`config.mk`:
```
export PLATFORM = sky130hd
export DESIGN_NAME = fetch_top
export DESIGN_NICKNAME = d
export VERILOG_FILES = /design/src/common/fetch_pkg.sv /design/src/common/resolve_if.sv /design/src/fetch/fetch_ctrl.sv /design/src/fetch/load_counter.sv /design/src/fetch/instr_mem.sv /design/src/fetch/pred_table.sv /design/src/fetch/branch_predictor.sv /design/src/fetch/pc_unit.sv /design/src/source/fetch_top.sv
export SDC_FILE = /design/constraint.sdc
export NUM_CORES = 1
export LEC_CHECK = 0
export CORE_ASPECT_RATIO = 1.75
export CORE_MARGIN = 2
export CORE_UTILIZATION = 40
export DETAILED_ROUTE_END_ITERATION = 8
export DONT_BUFFER_PORTS = 1
export PLACE_DENSITY_LB_ADDON = 0.1
export SETUP_SLACK_MARGIN = 0.15
export SLEW_MARGIN = 20
export SYNTH_ARGS = -nofsm -noshare
export SYNTH_HDL_FRONTEND = slang
export SYNTH_SLANG_ARGS = --single-unit
```
`constraint.sdc`:
```
create_clock -name clk -period 3.08 [get_ports clk]
set_input_delay 0.462 -clock clk [delete_from_list [all_inputs] [get_ports clk]]
set_output_delay 0.462 -clock clk [all_outputs]
set_load 0.005 [all_outputs]
```
`src/common/fetch_pkg.sv`:
```
// Shared constants and types for the instruction fetch stage
// Widths, memory and predictor sizing, payload types, FSM states

package fetch_pkg;

  ////////////////////////////////////////
  // Datapath sizing
  ////////////////////////////////////////

  localparam int XLEN       = 16;  // Address and instruction width
  localparam int IMEM_DEPTH = 64;  // Instruction words
  localparam int IMEM_AW    = 6;   // Word address width into instruction memory

  ////////////////////////////////////////
  // Predictor sizing
  ////////////////////////////////////////

  localparam int BP_ENTRIES = 16;  // Counter and target entries
  localparam int BP_IW      = 4;   // Index width, taken from PC bits 4..1

  ////////////////////////////////////////
  // Payload types
  ////////////////////////////////////////

  // Byte address of a 16-bit instruction
  typedef logic [XLEN-1:0] pc_t;

  // Raw instruction word
  typedef logic [XLEN-1:0] inst_t;

  // 2-bit saturating counter
  // 0,1 predict not taken; 2,3 predict taken, so bit 1 is the prediction
  typedef logic [1:0] pred_t;

  // Predictor table index
  typedef logic [BP_IW-1:0] bp_idx_t;

  ////////////////////////////////////////
  // Control FSM states
  ////////////////////////////////////////

  typedef enum logic {
    ST_LOAD = 1'b0,  // Host is filling instruction memory
    ST_RUN  = 1'b1   // Fetching every unstalled cycle
  } fetch_state_t;

endpackage

```
`src/common/resolve_if.sv`:
```
// Branch resolution bundle returned from decode
// Carries the resolve strobe, outcome, target and predictor bookkeeping

interface resolve_if;

  logic                     resolve;       // Single-cycle strobe, all fields valid with it
  logic                     taken;         // Actual branch outcome
  fetch_pkg::pc_t           target;        // Actual branch target
  logic                     mispredicted;  // Only meaningful while resolve is high
  fetch_pkg::bp_idx_t       idx;           // Predictor index of the resolved branch
  fetch_pkg::pred_t         old_pred;      // Counter value seen when it was fetched

  // Predictor trains its counter and target tables
  modport pred_side (
    input resolve,
    input taken,
    input target,
    input idx,
    input old_pred
  );

  // PC unit only cares about redirects
  modport pc_side (
    input resolve,
    input taken,
    input target,
    input mispredicted
  );

endinterface

```
`src/fetch/fetch_ctrl.sv`:
```
// Fetch stage control FSM
// Sequences instruction loading after reset, then hands over to running
// Gates host load strobes so nothing is written once running

module fetch_ctrl (
  input  logic clk,
  input  logic rst,          // Synchronous, active high
  input  logic load_strobe,  // One word per strobe from the host
  input  logic last,         // Write address is at the final word
  output logic load_en,      // Qualified write strobe
  output logic run           // Fetch is live
);

  fetch_pkg::fetch_state_t state;       // Current state
  fetch_pkg::fetch_state_t state_nxt;   // Next state

  ////////////////////////////////////////
  // Outputs
  ////////////////////////////////////////

  // Strobes only count while loading
  assign load_en = load_strobe && (state == fetch_pkg::ST_LOAD);
  assign run     = (state == fetch_pkg::ST_RUN);

  ////////////////////////////////////////
  // Next state
  ////////////////////////////////////////

  always_comb begin
    state_nxt = state;                           // Hold by default
    case (state)
      fetch_pkg::ST_LOAD: begin
        if (load_en && last)                     // Final word lands this edge
          state_nxt = fetch_pkg::ST_RUN;
      end
      fetch_pkg::ST_RUN: state_nxt = fetch_pkg::ST_RUN;  // Only reset leaves RUN
      default: state_nxt = fetch_pkg::ST_LOAD;
    endcase
  end

  always_ff @(posedge clk) begin
    if (rst)
      state <= fetch_pkg::ST_LOAD;
    else
      state <= state_nxt;
  end

  // No reload path exists, RUN is sticky until reset
  a_run_sticky: assert property (
    @(posedge clk) disable iff (rst)
    state == fetch_pkg::ST_RUN |=> state == fetch_pkg::ST_RUN
  ) else $error("fetch_ctrl left ST_RUN without reset");

endmodule

```
`src/fetch/load_counter.sv`:
```
// Load address counter
// Steps the instruction memory write address per load
// Flags the final word so the FSM can switch to running

module load_counter (
  input  logic                          clk,
  input  logic                          rst,
  input  logic                          load_en,  // Qualified write strobe
  output logic [fetch_pkg::IMEM_AW-1:0] waddr,    // Write address for this strobe
  output logic                          last      // waddr is the final index
);

  // Final word index, sized to the address
  localparam logic [fetch_pkg::IMEM_AW-1:0] LAST_ADDR =
    fetch_pkg::IMEM_AW'(fetch_pkg::IMEM_DEPTH - 1);

  // First strobe after reset writes word 0
  always_ff @(posedge clk) begin
    if (rst)
      waddr <= '0;
    else if (load_en)
      waddr <= waddr + 1'b1;  // Wraps after the final word, FSM stops strobes by then
  end

  // Combinational so the FSM sees it with the final strobe
  assign last = (waddr == LAST_ADDR);

endmodule

```
`src/fetch/instr_mem.sv`:
```
// Instruction memory
// Synchronous write port used only while loading
// Asynchronous word read addressed by the PC, zeroed when not reading

module instr_mem (
  input  logic                          clk,
  input  logic                          load_en,  // Write strobe from load path
  input  logic [fetch_pkg::IMEM_AW-1:0] waddr,    // Word address
  input  fetch_pkg::inst_t              wdata,    // Word from host
  input  fetch_pkg::pc_t                raddr,    // Byte address, PC
  input  logic                          rd_en,    // Running and not stalled
  output fetch_pkg::inst_t              inst      // Fetched word or 0
);

  ////////////////////////////////////////
  // Storage
  ////////////////////////////////////////

  fetch_pkg::inst_t mem [fetch_pkg::IMEM_DEPTH];  // Loaded once after reset

  logic [fetch_pkg::IMEM_AW-1:0] rword;  // Word index of the PC

  always_ff @(posedge clk) begin
    if (load_en)
      mem[waddr] <= wdata;
  end

  ////////////////////////////////////////
  // Read
  ////////////////////////////////////////

  // Bit 0 is the byte offset, upper bits alias
  assign rword = raddr[fetch_pkg::IMEM_AW:1];

  // Bubble is an all-zero word
  assign inst = rd_en ? mem[rword] : '0;

endmodule

```
`src/fetch/pred_table.sv`:
```
// Generic predictor table
// Register array with synchronous clear, one write port and a combinational read
// Entry type is a parameter so counters and targets share this code

module pred_table #(
  parameter type entry_t = fetch_pkg::pred_t  // Payload per entry
) (
  input  logic               clk,
  input  logic               rst,
  input  logic               we,     // Write strobe
  input  fetch_pkg::bp_idx_t widx,   // Write index
  input  fetch_pkg::bp_idx_t ridx,   // Read index
  input  entry_t             wdata,  // Write payload
  output entry_t             rdata   // Read payload, same cycle
);

  entry_t tbl [fetch_pkg::BP_ENTRIES];

  // Clear all entries on reset so predictions start not taken
  always_ff @(posedge clk) begin
    if (rst) begin
      for (int i = 0; i < fetch_pkg::BP_ENTRIES; i++)
        tbl[i] <= '0;
    end else if (we) begin
      tbl[widx] <= wdata;  // Visible on the next cycle
    end
  end

  assign rdata = tbl[ridx];

endmodule

```
`src/fetch/branch_predictor.sv`:
```
// Dynamic branch predictor
// 2-bit saturating counter table plus branch target buffer
// Trains on resolve strobes, predicts combinationally from the current PC

module branch_predictor (
  input  logic                clk,
  input  logic                rst,
  input  fetch_pkg::pc_t      pc_curr,      // Current fetch address
  resolve_if.pred_side        rs,           // Resolution feedback from decode
  output fetch_pkg::pred_t    prediction,   // Counter at the current index
  output fetch_pkg::pc_t      pred_target   // Cached target at the current index
);

  fetch_pkg::bp_idx_t ridx;     // Lookup index from the PC
  fetch_pkg::pred_t   cnt_upd;  // Trained counter value
  logic               tgt_we;   // Target buffer write

  // Instruction-aligned PC, skip byte offset bit
  assign ridx = pc_curr[fetch_pkg::BP_IW:1];

  ////////////////////////////////////////
  // Counter training
  ////////////////////////////////////////

  // Based on the counter seen at fetch, not the current table value
  always_comb begin
    if (rs.taken)
      cnt_upd = (rs.old_pred == '1) ? rs.old_pred : rs.old_pred + 2'd1;  // Saturate at 3
    else
      cnt_upd = (rs.old_pred == '0) ? rs.old_pred : rs.old_pred - 2'd1;  // Saturate at 0
  end

  // Targets only worth caching for taken branches
  assign tgt_we = rs.resolve && rs.taken;

  ////////////////////////////////////////
  // Tables
  ////////////////////////////////////////

  pred_table #(.entry_t(fetch_pkg::pred_t)) u_bht (
    .clk   (clk),
    .rst   (rst),
    .we    (rs.resolve),  // Trains even under stall
    .widx  (rs.idx),
    .ridx  (ridx),
    .wdata (cnt_upd),
    .rdata (prediction)
  );

  pred_table #(.entry_t(fetch_pkg::pc_t)) u_btb (
    .clk   (clk),
    .rst   (rst),
    .we    (tgt_we),
    .widx  (rs.idx),
    .ridx  (ridx),
    .wdata (rs.target),
    .rdata (pred_target)
  );

  // An X index would corrupt an unknown entry of both tables
  a_idx_known: assert property (
    @(posedge clk) disable iff (rst)
    rs.resolve |-> !$isunknown(rs.idx)
  ) else $error("resolve strobe with unknown predictor index");

endmodule

```
`src/fetch/pc_unit.sv`:
```
// Program counter unit
// PC register and next-PC select between correction, prediction and sequential
// Updates only while running and not stalled

module pc_unit (
  input  logic             clk,
  input  logic             rst,
  input  logic             run,          // Fetch is live
  input  logic             stall,        // Freeze the PC this cycle
  resolve_if.pc_side       rs,           // Misprediction feedback
  input  fetch_pkg::pred_t prediction,   // Counter for the current PC
  input  fetch_pkg::pc_t   pred_target,  // BTB entry for the current PC
  output fetch_pkg::pc_t   pc_curr,      // Address being fetched
  output fetch_pkg::pc_t   pc_next       // Sequential successor
);

  fetch_pkg::pc_t pc_new;   // Address taken at the next update
  logic           redirect; // Resolved misprediction this cycle
  logic           pc_en;    // PC register enable

  assign pc_next  = pc_curr + 16'd2;              // Wraps at 16 bits
  assign redirect = rs.resolve && rs.mispredicted;
  assign pc_en    = run && !stall;

  ////////////////////////////////////////
  // Next PC priority
  ////////////////////////////////////////

  always_comb begin
    if (redirect)
      pc_new = rs.taken ? rs.target : pc_next;  // Correction beats prediction
    else if (prediction[1])
      pc_new = pred_target;                     // Predicted taken
    else
      pc_new = pc_next;
  end

  ////////////////////////////////////////
  // PC register
  ////////////////////////////////////////

  always_ff @(posedge clk) begin
    if (rst)
      pc_curr <= '0;  // First fetch is word 0
    else if (pc_en)
      pc_curr <= pc_new;
  end

  // Targets from decode and the BTB must be halfword aligned
  a_pc_aligned: assert property (
    @(posedge clk) disable iff (rst)
    pc_curr[0] == 1'b0
  ) else $error("pc_curr misaligned: %h", pc_curr);

endmodule

```
`src/source/fetch_top.sv`:
```
// Instruction fetch stage top level
// Plain ports outward, resolve fields bundled into resolve_if inside
// Wires control, load counter, instruction memory, predictor and PC unit

module fetch_top (
  input  logic               clk,
  input  logic               rst,
  input  logic               load_strobe,   // Host write, one word per strobe
  input  fetch_pkg::inst_t   load_data,     // Host write data
  input  logic               stall,         // Level, freezes fetch
  input  logic               resolve,       // Branch resolved in decode
  input  logic               taken,         // Actual outcome
  input  fetch_pkg::pc_t     target,        // Actual target
  input  logic               mispredicted,  // Prediction was wrong
  input  fetch_pkg::bp_idx_t resolve_idx,   // Predictor index of the branch
  input  fetch_pkg::pred_t   resolve_pred,  // Counter seen at its fetch
  output logic               fetch_valid,   // inst is a real fetch this cycle
  output fetch_pkg::pc_t     pc_curr,
  output fetch_pkg::pc_t     pc_next,
  output fetch_pkg::inst_t   inst,
  output fetch_pkg::pred_t   prediction
);

  logic                          load_en;      // Qualified load strobe
  logic                          run;          // FSM in ST_RUN
  logic                          last;         // Final load word
  logic [fetch_pkg::IMEM_AW-1:0] waddr;        // Load write address
  fetch_pkg::pc_t                pred_target;  // BTB output

  resolve_if u_rs ();

  assign u_rs.resolve      = resolve;
  assign u_rs.taken        = taken;
  assign u_rs.target       = target;
  assign u_rs.mispredicted = mispredicted;
  assign u_rs.idx          = resolve_idx;
  assign u_rs.old_pred     = resolve_pred;

  assign fetch_valid = run && !stall;  // Also the memory read enable

  fetch_ctrl u_ctrl (
    .clk(clk), .rst(rst), .load_strobe(load_strobe), .last(last),
    .load_en(load_en), .run(run)
  );

  load_counter u_lcnt (.clk(clk), .rst(rst), .load_en(load_en), .waddr(waddr), .last(last));

  instr_mem u_imem (
    .clk(clk), .load_en(load_en), .waddr(waddr), .wdata(load_data),
    .raddr(pc_curr), .rd_en(fetch_valid), .inst(inst)
  );

  branch_predictor u_bp (
    .clk(clk), .rst(rst), .pc_curr(pc_curr), .rs(u_rs),
    .prediction(prediction), .pred_target(pred_target)
  );

  pc_unit u_pc (
    .clk(clk), .rst(rst), .run(run), .stall(stall), .rs(u_rs),
    .prediction(prediction), .pred_target(pred_target),
    .pc_curr(pc_curr), .pc_next(pc_next)
  );

endmodule

```
After elaboration in Yosys (flattened, before gate mapping). Memory sizes are Yosys's and may differ from the RTL's. A register that Yosys moved wholly into a read port is not among the register bits. Cells that the tools add are included.

Memories kept: 3. Logic and storage cells: 53. Bits in writable memories: 1312. Input bits: 45. Output and inout bits: 51. Latch bits: 0. Memory bits (read-only): 0. Flip-flop bits (word level): 23.

Memory list: u_imem.mem (depth 64, bits a word 16, rd ports 1, clocked after memory_dff 1, wr ports 1, RTL line instr_mem.sv:19) `fetch_pkg::inst_t mem [fetch_pkg::IMEM_DEPTH];`; u_bp.u_btb.tbl (depth 16, bits a word 16, rd ports 1, clocked after memory_dff 1, wr ports 16, RTL line pred_table.sv:17) `entry_t tbl [fetch_pkg::BP_ENTRIES];`; u_bp.u_bht.tbl (depth 16, bits a word 2, rd ports 1, clocked after memory_dff 1, wr ports 16, RTL line pred_table.sv:17).

Multiply operators: 0. Add/sub/neg operators: 4. Bitwise logic cells: 1. Shift operators: 0. Reduce and logical (&&, ||, !) cells: 9. Eq/ne operators: 2. Multiplexer cells: 31. Div/mod/pow operators: 0. Order comparisons: 0.

Operators with widths (number): $mux 16 (5); $mux 4 (6); $add 16x2->16 const B (1); $reduce_or 16->1 (1); $mux 1 (13); $mux 6 (2); $mux 2 (4); $add 6x1->6 const B (1); $eq 6x6->1 const B (1); $logic_and 1x1->1 (5); $add 2x1->2 const B (1); $eq 2x2->1 const B (1); $logic_not 2->1 (1); $pmux 1 s2 (1); $reduce_or 2->1 (1); $sub 2x1->2 const B (1); $logic_not 1->1 (1); $not 1->1 (1).

Longest topological paths before layout.
Word-level depth: 6. Mapped depth: 10.

By module. A second synthesis with hierarchy kept.

Cell total of the unflattened synthesis: 2834. Area, all modules: 54390.9 um^2.

Modules (own cells, without submodules): instr_mem (times used 1, cells an instance 1782, area each 39486.6 um^2); pred_table (u_bp.u_btb) (times used 1, cells an instance 722, area each 11562.3 um^2); pred_table (u_bp.u_bht) (times used 1, cells an instance 128, area each 1665.3 um^2); pc_unit (times used 1, cells an instance 166, area each 1343.8 um^2); load_counter (times used 1, cells an instance 27, area each 251.5 um^2); fetch_ctrl (times used 1, cells an instance 4, area each 35.0 um^2); branch_predictor (times used 1, cells an instance 4, area each 32.5 um^2); fetch_top (times used 1, cells an instance 1, area each 13.8 um^2).

Least setup slack after synthesis. OpenSTA, ideal clock, no wires.

Path kind: register to output. Start point: reg with a tool-made name. End point: out prediction[0]. Path buffers: 4. Arrival time: 2.112 ns. Required time: 2.618 ns. Stages on the path, launching flop included: 7. Setup slack: 0.506 ns. Cell sequence: dfxtp_1 > buf_6 > buf_6 > buf_2 > buf_4 > mux4_2 > mux4_2.

RTL lines: end, declared (RTL line fetch_top.sv:21) `output fetch_pkg::pred_t prediction`.

==> results.yml <==
status:
  status: "finished with violations"
  violations: "setup timing"
critical_path:
  critPathMaxFanout: 8
  critPathKind: "reg2out"
  critPathArrivalTime_ps: 3150
  path_cells: "buf_12 -> buf_16 -> buf_16 -> buf_12 -> mux4_2 -> mux4_2 -> mux2i_1 -> buf_4 -> o31ai_2"
  cp.required_ps: 2620
  slowest_delay_ps: 490
  end_kind: "output pin"
  cp-start-kind: "register"
  crit_slowest_cell: "mux4_2"
synthesis:
  synth-async-reset-ratio_pct: 0
  synthAdderAreaFrac_pct: 0.0648
  synth_seq_cells: 1341
  synth_xor_area_share_pct: 0.275
  synth_area_mm2: 0.0541
  synth_top_family_by_area: "multiplexers"
  synth-compound-area-share_pct: 2.21
  synth-edff-count: 1312
  ys.flop_type: "edfxtp_1"
  syn_nets: 2812
  synth_warnings: 0
  ys_seq_area_share_pct: 73.9
  syn_inst: 2765
  synth_cell_types: 56
  synth-simple-area-share_pct: 5.71
  muxShareOfSynthArea_pct: 15.9
  synth_area_per_cell_um2: 19.6
drt:
  drtPass1Iterations: 6
  via_per_inst: 5.69
  route.vias.total: 28100
  drtIter0Drc: 2367
  ant_nets: 0
  drc: 0
  post_drt_wl_per_cell_um: 31.8
  routed_wl_um: 157000
cts:
  clockBufferDepth: 3
  clk_latency_ps: 760
  cts-htree-levels: 4
  clkTransAtPathRegs_ps: 60
  cts_tree: "done"
  root_buffer: "clkbuf_16"
  cts_inserted_buffers: 130
  clock-sinks: 1341
floorplanning:
  io_pins: 96
  std_cell_rows: 178
  die_w_um: 282
  die_h_um: 490
  core_mm2: 0.134
  fp.dieArea_mm2: 0.138
  start_util_pct: 40.3
power_and_ir_drop:
  combPwrFrac_pct: 2.7
  p_clk_share_pct: 42.8
  leakagePower_nw: 20.8
  pwr-share-seq_pct: 54.5
  p_switching_mw: 7.87
  total_power_mw: 37.3
  power_density_mw_per_mm2: 581
  peakVddDrop_uv: 605
  p_sw_share_pct: 21.1
  intPower_mw: 29.4
sta:
  drv_slew: 0
  holdWs_ps: 50.8
  tns_ps: -7790
  max_freq_mhz: 277
  final.setup_skew_ps: 24.8
  relSlewSlack_pct: 41.1
  period_needed_ps: 3620
  setup_viol: 18
  timing.final.ws_setup_ps: -536
  worstMarginPinSlew_ps: 880
  finalCritPeriodShare_pct: 117
  rsz0062_at_grt: "true"
  timing.final.hold_violations: 0
placed_design:
  dp_hpwl_um: 96400
  numPortBuffers: 0
  place.gp.congestion: 0.831
  dp.cells: 4615
grt:
  grt_antenna_before_repair: 5
  grt_pass1_vias: 30100
  grt_pass1_wl_um: 223000
  grt_use_total_pct: 23.0
  grt_max_degree: 176
  grt_overflow: 0
layout:
  utilization_pct: 47.8
  syn2layout_area_growth_pct: 18.7
  nets: 3085
  n_fill_cell: 11100
  drive_gt1_share_pct: 31.6
  stdcell_count: 4940
run:
  maxCapViolCount: 0
hold_path:
  hold_path_class: "in2reg"
[layer usage]
layer / track usage (%) / part of all wire [%] / up-vias
met2: 42.9 / 55 / 918
met5: 0 / 0 / -
met4: 7.33 / 3.3 / 0
li1: - / - / 11800
met3: 3.44 / 4.6 / 228
met1: 26.9 / 37 / 15100
[final timing paths]
| check | startpoint | endpoint | slack [ps] | cells after the start |
|---|---|---|---|---|
| min reg2reg | u_ctrl.run | u_ctrl.run | 520 | 2 |
| max | register | inst[1] | -540 | 9 |
| max reg2reg | register | u_pc.pc_curr[5] | 170 | 13 |
| min | load_data[4] | u_imem.mem[26][4] | 50 | 1 |
[per-stage QoR]
step,area [µm²],worst slack (ps)
floorplan,54100,506
global placement,57800,-375
detailed placement,57800,-377
CTS,63900,-621
global route,64200,-626
finish,64200,-536
[final cells by class]
cell class / count / area [µm²] / area share [%]
Clock inverter: 79 / 853 / 1.33
Antenna cell: 3 / 7.51 / 0.0117
Inverter: 8 / 32.5 / 0.0506
Sequential cell: 1341 / 40000 / 62.3
Tap cell: 1800 / 2250 / 3.51
Multi-Input combinational cell: 1222 / 13700 / 21.3
Clock buffer: 152 / 3340 / 5.19
Timing Repair Buffer: 335 / 4040 / 6.30
[registers in the layout, indices dropped and copies added, names as in the netlist, named ones only]
signal	count
u_imem.mem	1024
u_bp.u_btb.tbl	256
u_bp.u_bht.tbl	32
u_pc.pc_curr	16
u_lcnt.waddr	6
u_ctrl.run	1
[cells by family (layout without fill, tap and decap cells)]
group                      count (synthesis)  in the layout
DFF                                     1341           1341
and+or+nand+nor                          626            626
muxes                                    406            406
buffers and inverters                    202            574
AOI/OAI and AO/OA                        170            170
xor gates and xnor gates                  17             17
adders and majority gates                  3              3
other                                      0              3
[power by group through the flow]
| stage | logic (mW) | clock network (mW) | registers [mW] |
|---|---|---|---|
| CTS | 1.02 | 16.3 | 20.3 |
| global placement | 0.592 | 0 | 20.7 |
| global route | 1.07 | 17.0 | 20.3 |
| finish | 1.01 | 16.0 | 20.3 |
| floorplan | 0.372 | 0 | 20.7 |
| detailed placement | 0.601 | 0 | 20.7 |
[cell usage after synthesis (all sizes together) (4+ instances only)]
cell type  instances  area (µm²)
and3             179        1120
nand3b             4        30.0
buf              101         642
a311oi             6        52.6
nor3              11        55.1
inv                7        26.3
a211oi            13         103
mux4             364        8200
a21boi             5        37.5
o221ai             8        70.1
a22oi             24         180
xnor2             11        96.3
and2               9        56.3
clkbuf            93         349
a21o              19         143
o31ai              8        60.1
a22o               7        61.3
edfxtp          1312       39400
nand3             37         185
mux2i             38         380
nor2b             25         156
o211ai             4        30.0
o21ai             19        95.1
dfxtp             29         581
mux2               4        45.0
xor2               6        52.6
a21oi             31         155
nor2             223         837
nand2             90         338
a221oi             8        70.1
nand2b            31         194
a31oi              7        43.8
[cells in the final DEF, fill, tap and decap left out, types with 31 or more instances in the layout]
cell type,instances
buf_12,47
buf_4,218
mux2i_1,35
edfxtp_1,1312
nand3_1,35
nor2_1,207
and3_1,178
nand2_1,87
clkbuf_16,133
nand2b_1,31
mux4_2,364
buf_16,38
[timing repair]
action | 4_1_cts | 5_1_grt
setup buffers | 36 | 7
hold endpoints to repair | 1259 | 0
hold buffers | 32 | 0
pin swaps | 23 | 8
gates resized for setup | 147 | 29
setup endpoints to repair | 21 | 23
cloned | 13 | 3
[worst max-delay path, delay by kind of cell (launching register included)]
family,cells,cell delay (ps)
AO/OA/AOI/OAI,1,70
buffers and inverters,5,740
flip-flops,1,390
multiplexers,3,1160
Note: power is estimated with default switching activity, not from simulation.
